==> config.mk <==
export PLATFORM = sky130hd
export DESIGN_NAME = board_ctrl_top
export DESIGN_NICKNAME = d
export VERILOG_FILES = /design/src/rtl/board_ctrl_pkg.sv /design/src/rtl/gpio_debounce.sv /design/src/rtl/icap_reboot_seq.sv /design/src/rtl/board_ctrl_top.sv
export SDC_FILE = /design/constraint.sdc
export NUM_CORES = 1
export LEC_CHECK = 0
export ABC_AREA = 1
export BUFFER_PORTS_ARGS = -buffer_cell sky130_fd_sc_hd__buf_2
export CAP_MARGIN = 20
export CORE_ASPECT_RATIO = 1.4
export CORE_MARGIN = 2
export CORE_UTILIZATION = 48
export CTS_CLUSTER_DIAMETER = 150
export DETAILED_ROUTE_END_ITERATION = 10
export PLACE_DENSITY = 0.79
export SYNTH_ARGS = -nofsm -noshare
export SYNTH_HDL_FRONTEND = slang
export SYNTH_SLANG_ARGS = --single-unit
==> constraint.sdc <==
create_clock -name clk_125mhz_int -period 1.4 [get_ports clk_125mhz_int]
set_input_delay 0.21 -clock clk_125mhz_int [delete_from_list [all_inputs] [get_ports clk_125mhz_int]]
set_output_delay 0.21 -clock clk_125mhz_int [all_outputs]
set_load 0.01 [all_outputs]
==> src/rtl/board_ctrl_pkg.sv <==
// shared widths, types and constants; the ICAP words are UltraScale+ bitstream commands
package board_ctrl_pkg;

    // board I/O vectors
    // buttons are ordered up, left, down, right, centre from msb to lsb
    typedef logic [4:0]  btn_t;
    typedef logic [3:0]  sw_t;

    // buttons sit above the switches
    typedef logic [8:0]  gpio_t;

    typedef logic [7:0]  led_t;
    typedef logic [15:0] pcs_status_t;

    // one ICAP configuration word, before the per-byte bit swap
    typedef logic [31:0] icap_word_t;

    typedef enum logic [2:0] {
        REBOOT_IDLE,
        REBOOT_SYNC,
        REBOOT_NOOP,
        REBOOT_CMD,
        REBOOT_IPROG,
        REBOOT_TAIL
    } reboot_state_t;

    // equal samples needed before a debounced bit follows its input
    localparam int unsigned DEBOUNCE_DEPTH = 4;

    // flip-flops on the asynchronous reboot request
    localparam int unsigned SYNC_STAGES = 2;

    // reprogram command stream
    localparam icap_word_t ICAP_DUMMY_WORD     = 32'hFFFFFFFF;
    localparam icap_word_t ICAP_SYNC_WORD      = 32'hAA995566;
    // type 1 packet, no-op
    localparam icap_word_t ICAP_NOOP_WORD      = 32'h20000000;
    // type 1 write of one word to the CMD register
    localparam icap_word_t ICAP_WRITE_CMD_WORD = 32'h30008001;
    localparam icap_word_t ICAP_IPROG_WORD     = 32'h0000000F;

    // LED view selection
    // sw bit 3 off shows the user byte, on shows the PCS status vector
    localparam int unsigned LED_SEL_SW_BIT  = 3;
    // sw bit 0 picks the status half, on for bits 15..8
    localparam int unsigned LED_HALF_SW_BIT = 0;

endpackage

==> src/rtl/gpio_debounce.sv <==
// inputs are sampled straight off the pins once per tick, sample_period must be at least 1
`timescale 1ns/1ps

module gpio_debounce #(
    parameter int unsigned sample_period = 156000
) (
    input  logic                 clk_125mhz_int,
    input  logic                 rst_n_i,
    input  board_ctrl_pkg::gpio_t gpio_i,
    output board_ctrl_pkg::gpio_t gpio_o
);

    import board_ctrl_pkg::*;

    localparam int unsigned GPIO_W = $bits(gpio_t);
    localparam int unsigned CNT_W  = $clog2(sample_period + 1);

    logic [CNT_W-1:0]          tick_cnt_q;
    logic                      sample_tick;
    logic [DEBOUNCE_DEPTH-1:0] sample_q [GPIO_W];

    // sample tick generator
    // counts down and reloads, the tick is the cycle spent at zero
    assign sample_tick = (tick_cnt_q == '0);

    always_ff @(posedge clk_125mhz_int or negedge rst_n_i) begin
        if (!rst_n_i) begin
            tick_cnt_q <= '0;
        end else if (sample_tick) begin
            tick_cnt_q <= CNT_W'(sample_period - 1);
        end else begin
            tick_cnt_q <= tick_cnt_q - 1'b1;
        end
    end

    // sample history, newest sample in bit 0
    always_ff @(posedge clk_125mhz_int or negedge rst_n_i) begin
        if (!rst_n_i) begin
            for (int i = 0; i < GPIO_W; i++) begin
                sample_q[i] <= '0;
            end
        end else if (sample_tick) begin
            for (int i = 0; i < GPIO_W; i++) begin
                sample_q[i] <= {sample_q[i][DEBOUNCE_DEPTH-2:0], gpio_i[i]};
            end
        end
    end

    // a bit only moves once the whole history agrees
    // mixed histories hold the last settled value
    always_ff @(posedge clk_125mhz_int or negedge rst_n_i) begin
        if (!rst_n_i) begin
            gpio_o <= '0;
        end else begin
            for (int i = 0; i < GPIO_W; i++) begin
                if (&sample_q[i]) begin
                    gpio_o[i] <= 1'b1;
                end else if (~|sample_q[i]) begin
                    gpio_o[i] <= 1'b0;
                end
            end
        end
    end

endmodule

==> src/rtl/icap_reboot_seq.sv <==
// write-only ICAP driver, the port has no back-pressure and AVAIL only gates the start
`timescale 1ns/1ps

module icap_reboot_seq (
    input  logic                      clk_125mhz_int,
    input  logic                      rst_n_i,
    input  logic                      reboot_req_i,
    input  logic                      icap_avail_i,
    output logic                      icap_csib_o,
    output board_ctrl_pkg::icap_word_t icap_data_o
);

    import board_ctrl_pkg::*;

    logic [SYNC_STAGES-1:0] req_sync_q;
    logic                   req_sync;

    reboot_state_t state_q;
    logic          csib_q;
    icap_word_t    word_q;

    // request synchronizer
    always_ff @(posedge clk_125mhz_int or negedge rst_n_i) begin
        if (!rst_n_i) begin
            req_sync_q <= '0;
        end else begin
            req_sync_q <= {req_sync_q[SYNC_STAGES-2:0], reboot_req_i};
        end
    end

    assign req_sync = req_sync_q[SYNC_STAGES-1];

    // command FSM
    // each state registers the chip select and the word shown in the next cycle,
    // so csib is low for the six cycles following the start in idle
    always_ff @(posedge clk_125mhz_int or negedge rst_n_i) begin
        if (!rst_n_i) begin
            state_q <= REBOOT_IDLE;
            csib_q  <= 1'b1;
            word_q  <= ICAP_DUMMY_WORD;
        end else begin
            case (state_q)
                REBOOT_IDLE: begin
                    csib_q <= 1'b1;
                    word_q <= ICAP_DUMMY_WORD;
                    // csib_q low here means a sequence just ended
                    // that cycle is spent deselected before a repeat
                    if (req_sync && icap_avail_i && csib_q) begin
                        state_q <= REBOOT_SYNC;
                        csib_q  <= 1'b0;
                    end
                end
                REBOOT_SYNC: begin
                    state_q <= REBOOT_NOOP;
                    csib_q  <= 1'b0;
                    word_q  <= ICAP_SYNC_WORD;
                end
                REBOOT_NOOP: begin
                    state_q <= REBOOT_CMD;
                    csib_q  <= 1'b0;
                    word_q  <= ICAP_NOOP_WORD;
                end
                REBOOT_CMD: begin
                    state_q <= REBOOT_IPROG;
                    csib_q  <= 1'b0;
                    word_q  <= ICAP_WRITE_CMD_WORD;
                end
                REBOOT_IPROG: begin
                    state_q <= REBOOT_TAIL;
                    csib_q  <= 1'b0;
                    word_q  <= ICAP_IPROG_WORD;
                end
                REBOOT_TAIL: begin
                    // trailing no-op flushes the IPROG command
                    state_q <= REBOOT_IDLE;
                    csib_q  <= 1'b0;
                    word_q  <= ICAP_NOOP_WORD;
                end
                default: begin
                    state_q <= REBOOT_IDLE;
                    csib_q  <= 1'b1;
                    word_q  <= ICAP_DUMMY_WORD;
                end
            endcase
        end
    end

    assign icap_csib_o = csib_q;

    // ICAP takes each byte with its bit order swapped
    always_comb begin
        for (int b = 0; b < $bits(icap_word_t) / 8; b++) begin
            for (int i = 0; i < 8; i++) begin
                icap_data_o[8*b + 7 - i] = word_q[8*b + i];
            end
        end
    end

endmodule

==> src/rtl/board_ctrl_top.sv <==
// LED view follows the debounced switches, so a switch change shows after the debounce delay
`timescale 1ns/1ps

module board_ctrl_top #(
    parameter int unsigned sample_period = 156000
) (
    input  logic                       clk_125mhz_int,
    input  logic                       rst_n_i,

    // buttons and switches
    input  board_ctrl_pkg::btn_t        btn_i,
    input  board_ctrl_pkg::sw_t         sw_i,
    output board_ctrl_pkg::btn_t        btn_o,
    output board_ctrl_pkg::sw_t         sw_o,

    // LEDs
    input  board_ctrl_pkg::led_t        user_led_i,
    input  board_ctrl_pkg::pcs_status_t pcs_status_i,
    output board_ctrl_pkg::led_t        led_o,

    // reboot through the configuration port
    input  logic                       reboot_req_i,
    input  logic                       icap_avail_i,
    output logic                       icap_csib_o,
    output board_ctrl_pkg::icap_word_t  icap_data_o
);

    import board_ctrl_pkg::*;

    gpio_t gpio_raw;
    gpio_t gpio_db;

    // buttons above switches, matching gpio_t
    assign gpio_raw = {btn_i, sw_i};

    gpio_debounce #(
        .sample_period(sample_period)
    ) gpio_debounce_i (
        .clk_125mhz_int(clk_125mhz_int),
        .rst_n_i       (rst_n_i),
        .gpio_i        (gpio_raw),
        .gpio_o        (gpio_db)
    );

    assign {btn_o, sw_o} = gpio_db;

    // status view select
    always_comb begin
        if (!sw_o[LED_SEL_SW_BIT]) begin
            led_o = user_led_i;
        end else if (sw_o[LED_HALF_SW_BIT]) begin
            led_o = pcs_status_i[15:8];
        end else begin
            led_o = pcs_status_i[7:0];
        end
    end

    icap_reboot_seq icap_reboot_seq_i (
        .clk_125mhz_int(clk_125mhz_int),
        .rst_n_i       (rst_n_i),
        .reboot_req_i  (reboot_req_i),
        .icap_avail_i  (icap_avail_i),
        .icap_csib_o   (icap_csib_o),
        .icap_data_o   (icap_data_o)
    );

endmodule

* Yosys cells after proc, flatten, opt, wreduce, memory -nomap -nowiden
Cells that the tools add are included.
** Storage, ports and cells
- Input bits :: 37
- Register bits after elaboration :: 101
- Output and inout bits :: 50
- Word-level logic and storage cells :: 89
** Cells by class
- $add $sub $neg :: 1
- Equal/unequal tests :: 15
- Muxes and demuxes :: 26
- Reductions and logical operators :: 24
** Operators by type and width (count)
- $pmux 32 s4 :: 1
- $reduce_and 4->1 :: 9
- $reduce_or 4->1 :: 9
- $ne 2x1->1 const B :: 10
- $mux 1 :: 19
- $logic_not 18->1 :: 1
- $mux 18 :: 1
- $sub 18x1->18 const B :: 1
- $mux 8 :: 2
- $pmux 3 s5 :: 1
- $eq 3x2->1 const B :: 2
- $eq 3x3->1 const B :: 2
- $reduce_or 5->1 :: 1
- $eq 3x1->1 const B :: 1
- $logic_not 3->1 :: 1
- $mux 3 :: 1
- $logic_and 1x1->1 :: 2
- $pmux 1 s2 :: 1
- $reduce_or 2->1 :: 1

* Logic depth before layout (Yosys ltp)
Gate-level depths: netlist of the first run.
- Depth after elaboration :: 4
- Mapped depth :: 8
- Depth with buffers taken out :: 7

* Cells and area by module
Synthesis of the first run repeated with hierarchy kept, for this count alone.
** Second synthesis, totals
- Cells, all modules :: 457
- Area, all modules :: 3762.4 um2
** Modules (own cells, without submodules)
- gpio_debounce :: instances 1, sequential area each 1576.5 um2, area an instance 2865.2 um2, cells an instance 332
- icap_reboot_seq :: instances 1, sequential area each 335.3 um2, area an instance 638.1 um2, cells an instance 65
- board_ctrl_top :: instances 1, sequential area each 0.0 um2, area an instance 259.0 um2, cells an instance 60

* Worst setup path before layout of the first run
No wires, ideal clock.
- Kind :: register -> register
- Start point :: reg gpio_debounce_i.tick_cnt_q[0]
- End point :: reg gpio_debounce_i.tick_cnt_q[7]
- Setup time :: 0.119 ns
- Clock period less this slack :: 1.383 ns
- Required time :: 1.281 ns
- Data arrival time :: 1.264 ns
- Path buffers :: 1
- Setup slack :: 0.017 ns
- Stages on the path, launching flop included :: 8
- Path through :: dfrtp_1 inv_1 ha_1 nand4_4 nor2_8 nand2_8 buf_6 o21a_1
** On the way
- Longest elaborated chain between the ends :: 2
- Elaborated cells between the ends (all ways) :: 3
- Classes of those cells :: add/sub: 1; mux: 1; reduce/logical: 1
** Ends and longest elaborated chain
- start, declared :: RTL line gpio_debounce.sv:18 : logic [CNT_W-1:0] tick_cnt_q;
- start signal, assigned :: RTL line gpio_debounce.sv:30 : tick_cnt_q <= CNT_W'(sample_period - 1);
- start signal, assigned :: RTL line gpio_debounce.sv:32 : tick_cnt_q <= tick_cnt_q - 1'b1;
- $sub 18x1->18 / $logic_not 18->1 (equally long branches) :: RTL line gpio_debounce.sv:32, gpio_debounce.sv:24
- $mux 18 * :: RTL line gpio_debounce.sv:29 : end else if (sample_tick) begin
Mark *: on every way between the ends. The rest lies on a longest branch, timed or not.
A chain may end at the register's enable or synchronous reset.

* Worst setup path after layout of the first run
- Start point :: reg gpio_debounce_i.tick_cnt_q[3]
- End point :: reg gpio_debounce_i.tick_cnt_q[10]
Same word-level chain as after synthesis.

==> run metrics, run 1 <==
status finished with violations; failing checks setup timing; fin worst setup slack -0.1657 ns; Via Count ~3700; clock tree sinks 76; Post-Route WL 12230 um; initial antenna violation count 0; CP required 1.68 ns; clk_skew 0.01433 ns; RePlAce Congestion a little over 0.8; I/O pin cnt 87; Largest stage delay, worst path 0.44 ns; hold crit path type primary input to flop; critical path, cell by cell nor2_4, buf_4, buf_6, nand2_4, nor2_4, buf_6, a21oi_1, nor2_1; Critical Path AT 1.85 ns; slowest CP cell dfrtp_1; routed len/inst 18.88 um; # setup viols final 64; clock latency on the worst-skew pair 0.37 ns; Finished Core Util 0.7351; DR vias/cell 5.782; first-pass GRT wire length 15810 um; number of global-route vias before repair 3305; Cell Rows 37; initial core utilization 0.4970; GRT Resource Usage Total 0.2447; Place WS -0.1022 ns; Port Buf Inserts 86; fin crit share 1.118; Netlist cell types 29; CP bufs+invs 3; Yosys reg bits 76; HPWL Detailed 4965 um; ANT cells 0; Die Span X approximately 80 um; CP Class flop to flop; Critical Path Source gpio_debounce_i.tick_cnt_q[3]; drt pass-1 iters 5; CTS tree done; layout cells sized above 1 0.5445; Syn Area/Cell 8.785 um2; post-synthesis sequential area ratio 0.5194; max_cap viols 0; core box area ~7400 um2; P&R area growth vs syn 47.93%; source of the worst hold timing path btn_i[4]; Root Driver clkbuf_8; Slew Viols, Final 0; fin crit period 1.566 ns; drt drc 0; Post-DP Area 4084 um2; Power Density 1013 nW/um2; synthesized instance count ~420; ranking of synthesized cells by area dfrtp_1 (46%), nand2_1 (12%), nand3_1 (7.2%), buf_4 (5.7%), dfstp_2 (5.7%); Slew headroom 0.7740; gr ovfl total 0; RSZ-0062 raised after global routing yes; CTS max path bufs 2; Final #Nets 585; CP Max Fanout 5; Setup crit start kind flop; Synth top area share 0.4623; Clock Pin Slew Worst Setup and Hold Paths 0.10 ns; Crit Reg-Reg Startpoint gpio_debounce_i.tick_cnt_q[3]; final instance area 5445 um2; H-tree levels 3; 1st-iter DRT viols 327; Warnings, synthesis 0; ANT nets after route 0; setup TNS -4.923 ns; Yosys top cell by area dfrtp_1; Worst VDD drop 0.0008299 V; Max Clk Rate approximately 0.64 GHz; Num CTS Buffers 9; Post-Syn Nets around 460; worst hold slack 0.07359 ns; largest net degree at the start of global routing 31; Final Hold Viols 0; Post-Syn Area 3681 um2; chip height 107.6 um; Leakage 2.620 nW; total die area 8395 um2; critical path endpoint category flop; Crit path max-delay family simple AND/OR/NAND/NOR gates; Worst-Margin Slew 0.3390 ns
-- worst min-delay path, cell delays in order --
cell and delay [ns]:
buf_2 0.08, nand3_2 0.06, nand2_1 0.06
-- path summary, 6_finish.rpt --
| check | end | slack [ns] | cells past startpoint |
|---|---|---|---|
| worst max-delay path | gpio_debounce_i.tick_cnt_q[10] | -0.17 | 8 |
| worst min-delay path | gpio_debounce_i.sample_q[0] | 0.07 | 3 |
| worst max register to register | gpio_debounce_i.tick_cnt_q[10] | -0.17 | 8 |
| worst min register to register | icap_reboot_seq_i.req_sync_q[1] | 0.35 | 0 |
| max in group asynchronous | icap_reboot_seq_i.word_q[0] | 0.59 | 3 |
| min in group asynchronous | gpio_debounce_i.sample_q[26] | 0.29 | 2 |
-- logic make-up (layout without fill, tap and decap cells) --
family	Yosys count	in the layout	share of synthesized area
and+or+nand+nor	243	250	0.3103
AOI/OAI and AO/OA	34	34	0.04725
buffers and inverters	62	187	0.1115
DFF	76	76	0.5194
xor gates and xnor gates	2	2	0.004760
adders and majority gates	2	2	0.006797
-- state kept, by name, summed over array words and instances, names as in the netlist --
name,cells
icap_reboot_seq_i.state_q,3
icap_reboot_seq_i.req_sync_q,2
gpio_debounce_i.sample_q,36
gpio_debounce_i.tick_cnt_q,18
icap_reboot_seq_i.word_q,7
gpio_debounce_i.gpio_o,9
icap_reboot_seq_i.icap_csib_o,1
-- layer usage --
metal / up-vias / GRT usage / share of wire
li1: 1620 / - / -
met1: 1810 / 0.2829 / 0.35
met2: 242 / 0.4181 / 0.52
met3: 75 / 0.05117 / 0.069
met4: 0 / 0.1416 / 0.066
met5: - / 0 / 0
-- per-stage QoR --
step | total power [mW] | instances
6_report | 5.517 | 648
5_1_grt | 5.749 | 648
4_1_cts | 5.436 | 628
3_5_place_dp | 3.705 | 582
3_3_place_gp | 3.682 | 582
2_1_floorplan | 3.596 | 419
-- synthesized netlist by cell type --
library cell / number
nand3b_1: 1
nor2_2: 3
inv_1: 23
buf_6: 5
o21ai_0: 28
o21a_1: 1
nand3_1: 53
nor4_1: 9
dfrtp_1: 68
nand2_2: 3
nor3_1: 3
a21oi_1: 4
clkinv_1: 2
nor2_8: 2
nand4_4: 1
xnor2_1: 1
nand2_8: 1
xor2_1: 1
nor2_1: 34
or2_2: 4
buf_8: 3
nand2_1: 116
nor2_4: 2
a31oi_1: 1
buf_2: 1
nand4_1: 11
ha_1: 2
buf_4: 28
dfstp_2: 8
-- layout make-up --
cell class | count | area, um2
clock buffers | 9 | 123.9
clock inverters | 7 | 80.08
fillers | 469 | 1962
inverters | 25 | 100.1
multi-input cells | 288 | 1933
flip-flops and latches | 76 | 1918
well taps | 97 | 121.4
repair buffers | 146 | 1169
-- cell usage in the layout (no fill, tap or decap), types with 4 or more instances in the layout --
| master | instances |
|---|---|
| a21oi_1 | 4 |
| inv_1 | 20 |
| o21ai_2 | 6 |
| nand4_1 | 11 |
| o21ai_0 | 13 |
| nor2_2 | 6 |
| nor4_1 | 9 |
| nand2_8 | 8 |
| buf_4 | 29 |
| dfstp_2 | 8 |
| buf_12 | 8 |
| nor2_4 | 10 |
| nand2_4 | 6 |
| dfrtp_2 | 5 |
| o21ai_1 | 8 |
| buf_16 | 4 |
| nand2_1 | 63 |
| clkbuf_8 | 9 |
| dfrtp_1 | 63 |
| nand2_2 | 50 |
| nor2_1 | 23 |
| buf_2 | 85 |
| buf_8 | 5 |
| nand3_2 | 23 |
| buf_6 | 12 |
| nand3_1 | 27 |
-- power by group --
group          switching, mW  total, mW  internal (mW)
clock network          0.949       1.80          0.852
registers              0.139       2.58           2.44
logic                  0.651       1.14          0.487
total                   1.74       5.52           3.78
-- timing repair --
item / CTS / global route
hold endpoints to repair: 22 / 0
endpoints found under the setup margin: 59 / 65
cloned: 11 / 2
pin swaps: 30 / 38
hold buffers: 2 / 0
gates resized for setup: 77 / 112
buffers inserted: 17 / 19
Note: power is estimated with default switching activity, not from simulation.
==> run 2: changes to the inputs <==
--- a/config.mk
+++ b/config.mk
@@ -9,8 +9,8 @@
 export BUFFER_PORTS_ARGS = -buffer_cell sky130_fd_sc_hd__buf_2
 export CAP_MARGIN = 20
 export CORE_ASPECT_RATIO = 1.4
-export CORE_MARGIN = 2
-export CORE_UTILIZATION = 48
+export CORE_MARGIN = 4
+export CORE_UTILIZATION = 50
 export CTS_CLUSTER_DIAMETER = 150
 export DETAILED_ROUTE_END_ITERATION = 10
 export PLACE_DENSITY = 0.79
==> constraint.sdc (replaced) <==
create_clock -name clk_125mhz_int -period 1.5 [get_ports clk_125mhz_int]
set_input_delay 0.225 -clock clk_125mhz_int [delete_from_list [all_inputs] [get_ports clk_125mhz_int]]
set_output_delay 0.225 -clock clk_125mhz_int [all_outputs]
set_load 0.01 [all_outputs]
==> run metrics, run 2 (synthesis results as in run 1) <==
I/O pin cnt 87 (unchanged); Cell Rows 36 (-2.7%); source of the worst hold timing path btn_i[0]; HPWL Detailed 5058 um (+1.9%); Final #Nets 544 (-7.0%); slowest CP cell dfrtp_1; Clock Pin Slew Worst Setup and Hold Paths 0.08 ns (-0.02 ns); total die area 8818 um2 (+5.0%); commonest non-fill, non-tap cell in the layout nand2_1; Finished Layout Cells 605 (-6.6%); CP bufs+invs 2 (-1); Finished Core Util 0.6308 (-0.1044); worst hold path stage count 3 (unchanged); sequential cell area 1912 um2 (-0.33%); CP Max Fanout 9 (+4); CP required 1.27 ns (-0.41 ns); critical path, cell by cell buf_6, o21ai_0, o21ai_0, buf_2; CTS tree done; routed len/inst 12.86 um (-32%); Final Hold Viols 0 (unchanged); initial core utilization 0.5205 (+0.02356); Root Driver clkbuf_8; worst hold slack 0.1042 ns (+0.03061 ns); Largest regs gpio_debounce_i.sample_q x36, gpio_debounce_i.tick_cnt_q x18, gpio_debounce_i.gpio_o x9; Post-Route WL 7778 um (-36%); drt drc 0 (unchanged); FF-to-FF End gpio_debounce_i.sample_q[6]; max_cap viols 0 (unchanged); critical path endpoint category output port; fin crit share 0.9969; Worst-Margin Slew 0.3552 ns (+0.01627 ns); Power Density 1112 nW/um2 (+9.8%); core box area 7072 um2 (-4.5%); Critical Path AT 1.27 ns (-0.58 ns); RePlAce Congestion 0.8161 (-0.67%); status finished, final reports clean; 1st-iter DRT viols 208 (-36%); H-tree levels 3 (unchanged); Crit path top cell by count o21ai_0; ANT cells 0 (unchanged); # setup viols final 0 (-100%); Power, Total 4.962 mW (-10%); fin crit period 1.495 ns; Crit Reg-Reg Startpoint gpio_debounce_i.tick_cnt_q[0]; CP Class flop to output port; area occupied by multi-input gates 1434 um2 (-26%); RSZ-0062 raised after global routing yes; Fillers 583 (+24%); Die Span X 80.52 um (+3.2%); gr ovfl total 0 (unchanged); Worst VDD drop 0.0007671 V (-7.6%); Slew headroom 0.7632 (-0.01085); clk_skew 0.009613 ns (-0.004721 ns); Crit path max-delay family flip-flops; Num CTS Buffers 9 (unchanged); r2r worst-path depth 8 (unchanged); number of global-route vias before repair 2726 (-18%); R2R setup slack 0.04 ns (+0.21 ns); largest net degree at the start of global routing 32 (+3.2%); drt pass-1 iters 4 (-1); initial antenna violation count 0 (unchanged); most frequent cells in the layout nand2_1 (115), buf_2 (85), dfrtp_1 (68), nand3_1 (53), nor2_1 (34); setup TNS 0 ns (+4.923 ns); Via Count 3150 (-16%); ANT nets after route 0 (unchanged); max reg flops 36 (unchanged); first-pass GRT wire length 11810 um (-25%); Place WS -0.07137 ns (+0.03082 ns); Slew Viols, Final 0 (unchanged); clock tree sinks 76 (unchanged); final instance area 4461 um2 (-18%); DR vias/cell 5.207 (-10%); Port Buf Inserts 86 (unchanged); Max Clk Rate 0.6687 GHz; CTS max path bufs 2 (unchanged); WHS Endpoint gpio_debounce_i.sample_q[16]; Largest stage delay, worst path 0.40 ns (-0.04 ns); P&R area growth vs syn 21.18%; GRT Resource Usage Total 0.1712 (-0.07353); clock latency on the worst-skew pair 0.35 ns (-0.02 ns); Post-DP Area 4011 um2 (-1.8%); hold crit path type primary input to flop; fin worst setup slack 0.004616 ns (+0.1703 ns); Leakage 2.353 nW (-10%); chip height 109.5 um (+1.8%); Setup crit start kind flop; layout cells sized above 1 0.3078 (-0.2366); Largest Register gpio_debounce_i.sample_q; placed cell count 574 (-1.4%)
-- run 2: layout make-up --
type                       instances  area share
sequential                        76      0.4286
multi-input combinational        284      0.3215
timing repair buffer             109      0.1574
clock buffer                       9     0.02777
tap                               95     0.02665
inverter                          25     0.02160
clock inverter                     7     0.01655
-- run 2: power breakdown --
| group | switching, mW | internal, mW | leakage (nW) | total (mW) |
|---|---|---|---|---|
| Sequential | 0.130 | 2.28 | 0.911 | 2.41 |
| Combinational | 0.588 | 0.424 | 1.34 | 1.01 |
| Clock | 0.767 | 0.776 | 0.100 | 1.54 |
-- run 2: routing by layer --
metal | track usage | vias to the layer above | wire length (um)
met4 | 0.09179 | 0 | 116
met5 | 0 | - | 0
met1 | 0.2004 | 1488 | 3045
met2 | 0.2950 | 127 | 3865
li1 | - | 1524 | -
met3 | 0.03197 | 11 | 750
-- run 2: timing repair --
action / CTS / global route
pin swaps: 1 / 5
endpoints found under the setup margin: 53 / 62
resized for setup: 7 / 23
hold buffers: 2 / 0
setup buffers: 0 / 9
endpoints found under the hold margin: 23 / 0
cloned: 1 / 3
-- run 2: worst max-delay path by stage --
stage | from | end | slack (ns) | depth (start not counted)
6_report | gpio_debounce_i.gpio_o[0] | led_o[7] | 0.005 | 4
5_1_grt | gpio_debounce_i.tick_cnt_q[0] | gpio_debounce_i.tick_cnt_q[14] | -0.04 | 7
4_1_cts | gpio_debounce_i.tick_cnt_q[0] | gpio_debounce_i.sample_q[3] | -0.04 | 7
3_5_place_dp | gpio_debounce_i.tick_cnt_q[0] | gpio_debounce_i.sample_q[3] | -0.07 | 7
3_3_place_gp | gpio_debounce_i.tick_cnt_q[0] | gpio_debounce_i.sample_q[12] | 0.007 | 7
2_1_floorplan | gpio_debounce_i.tick_cnt_q[0] | gpio_debounce_i.tick_cnt_q[7] | 0.12 | 7
-- run 2: worst register-to-register path, cell delays in order (launching register included) --
cell	delay [ns]
dfrtp_1	0.39
inv_2	0.08
ha_2	0.19
nand4_4	0.12
nor2_8	0.16
buf_12	0.16
nand2_4	0.13
nand2_1	0.09
nand2_1	0.04
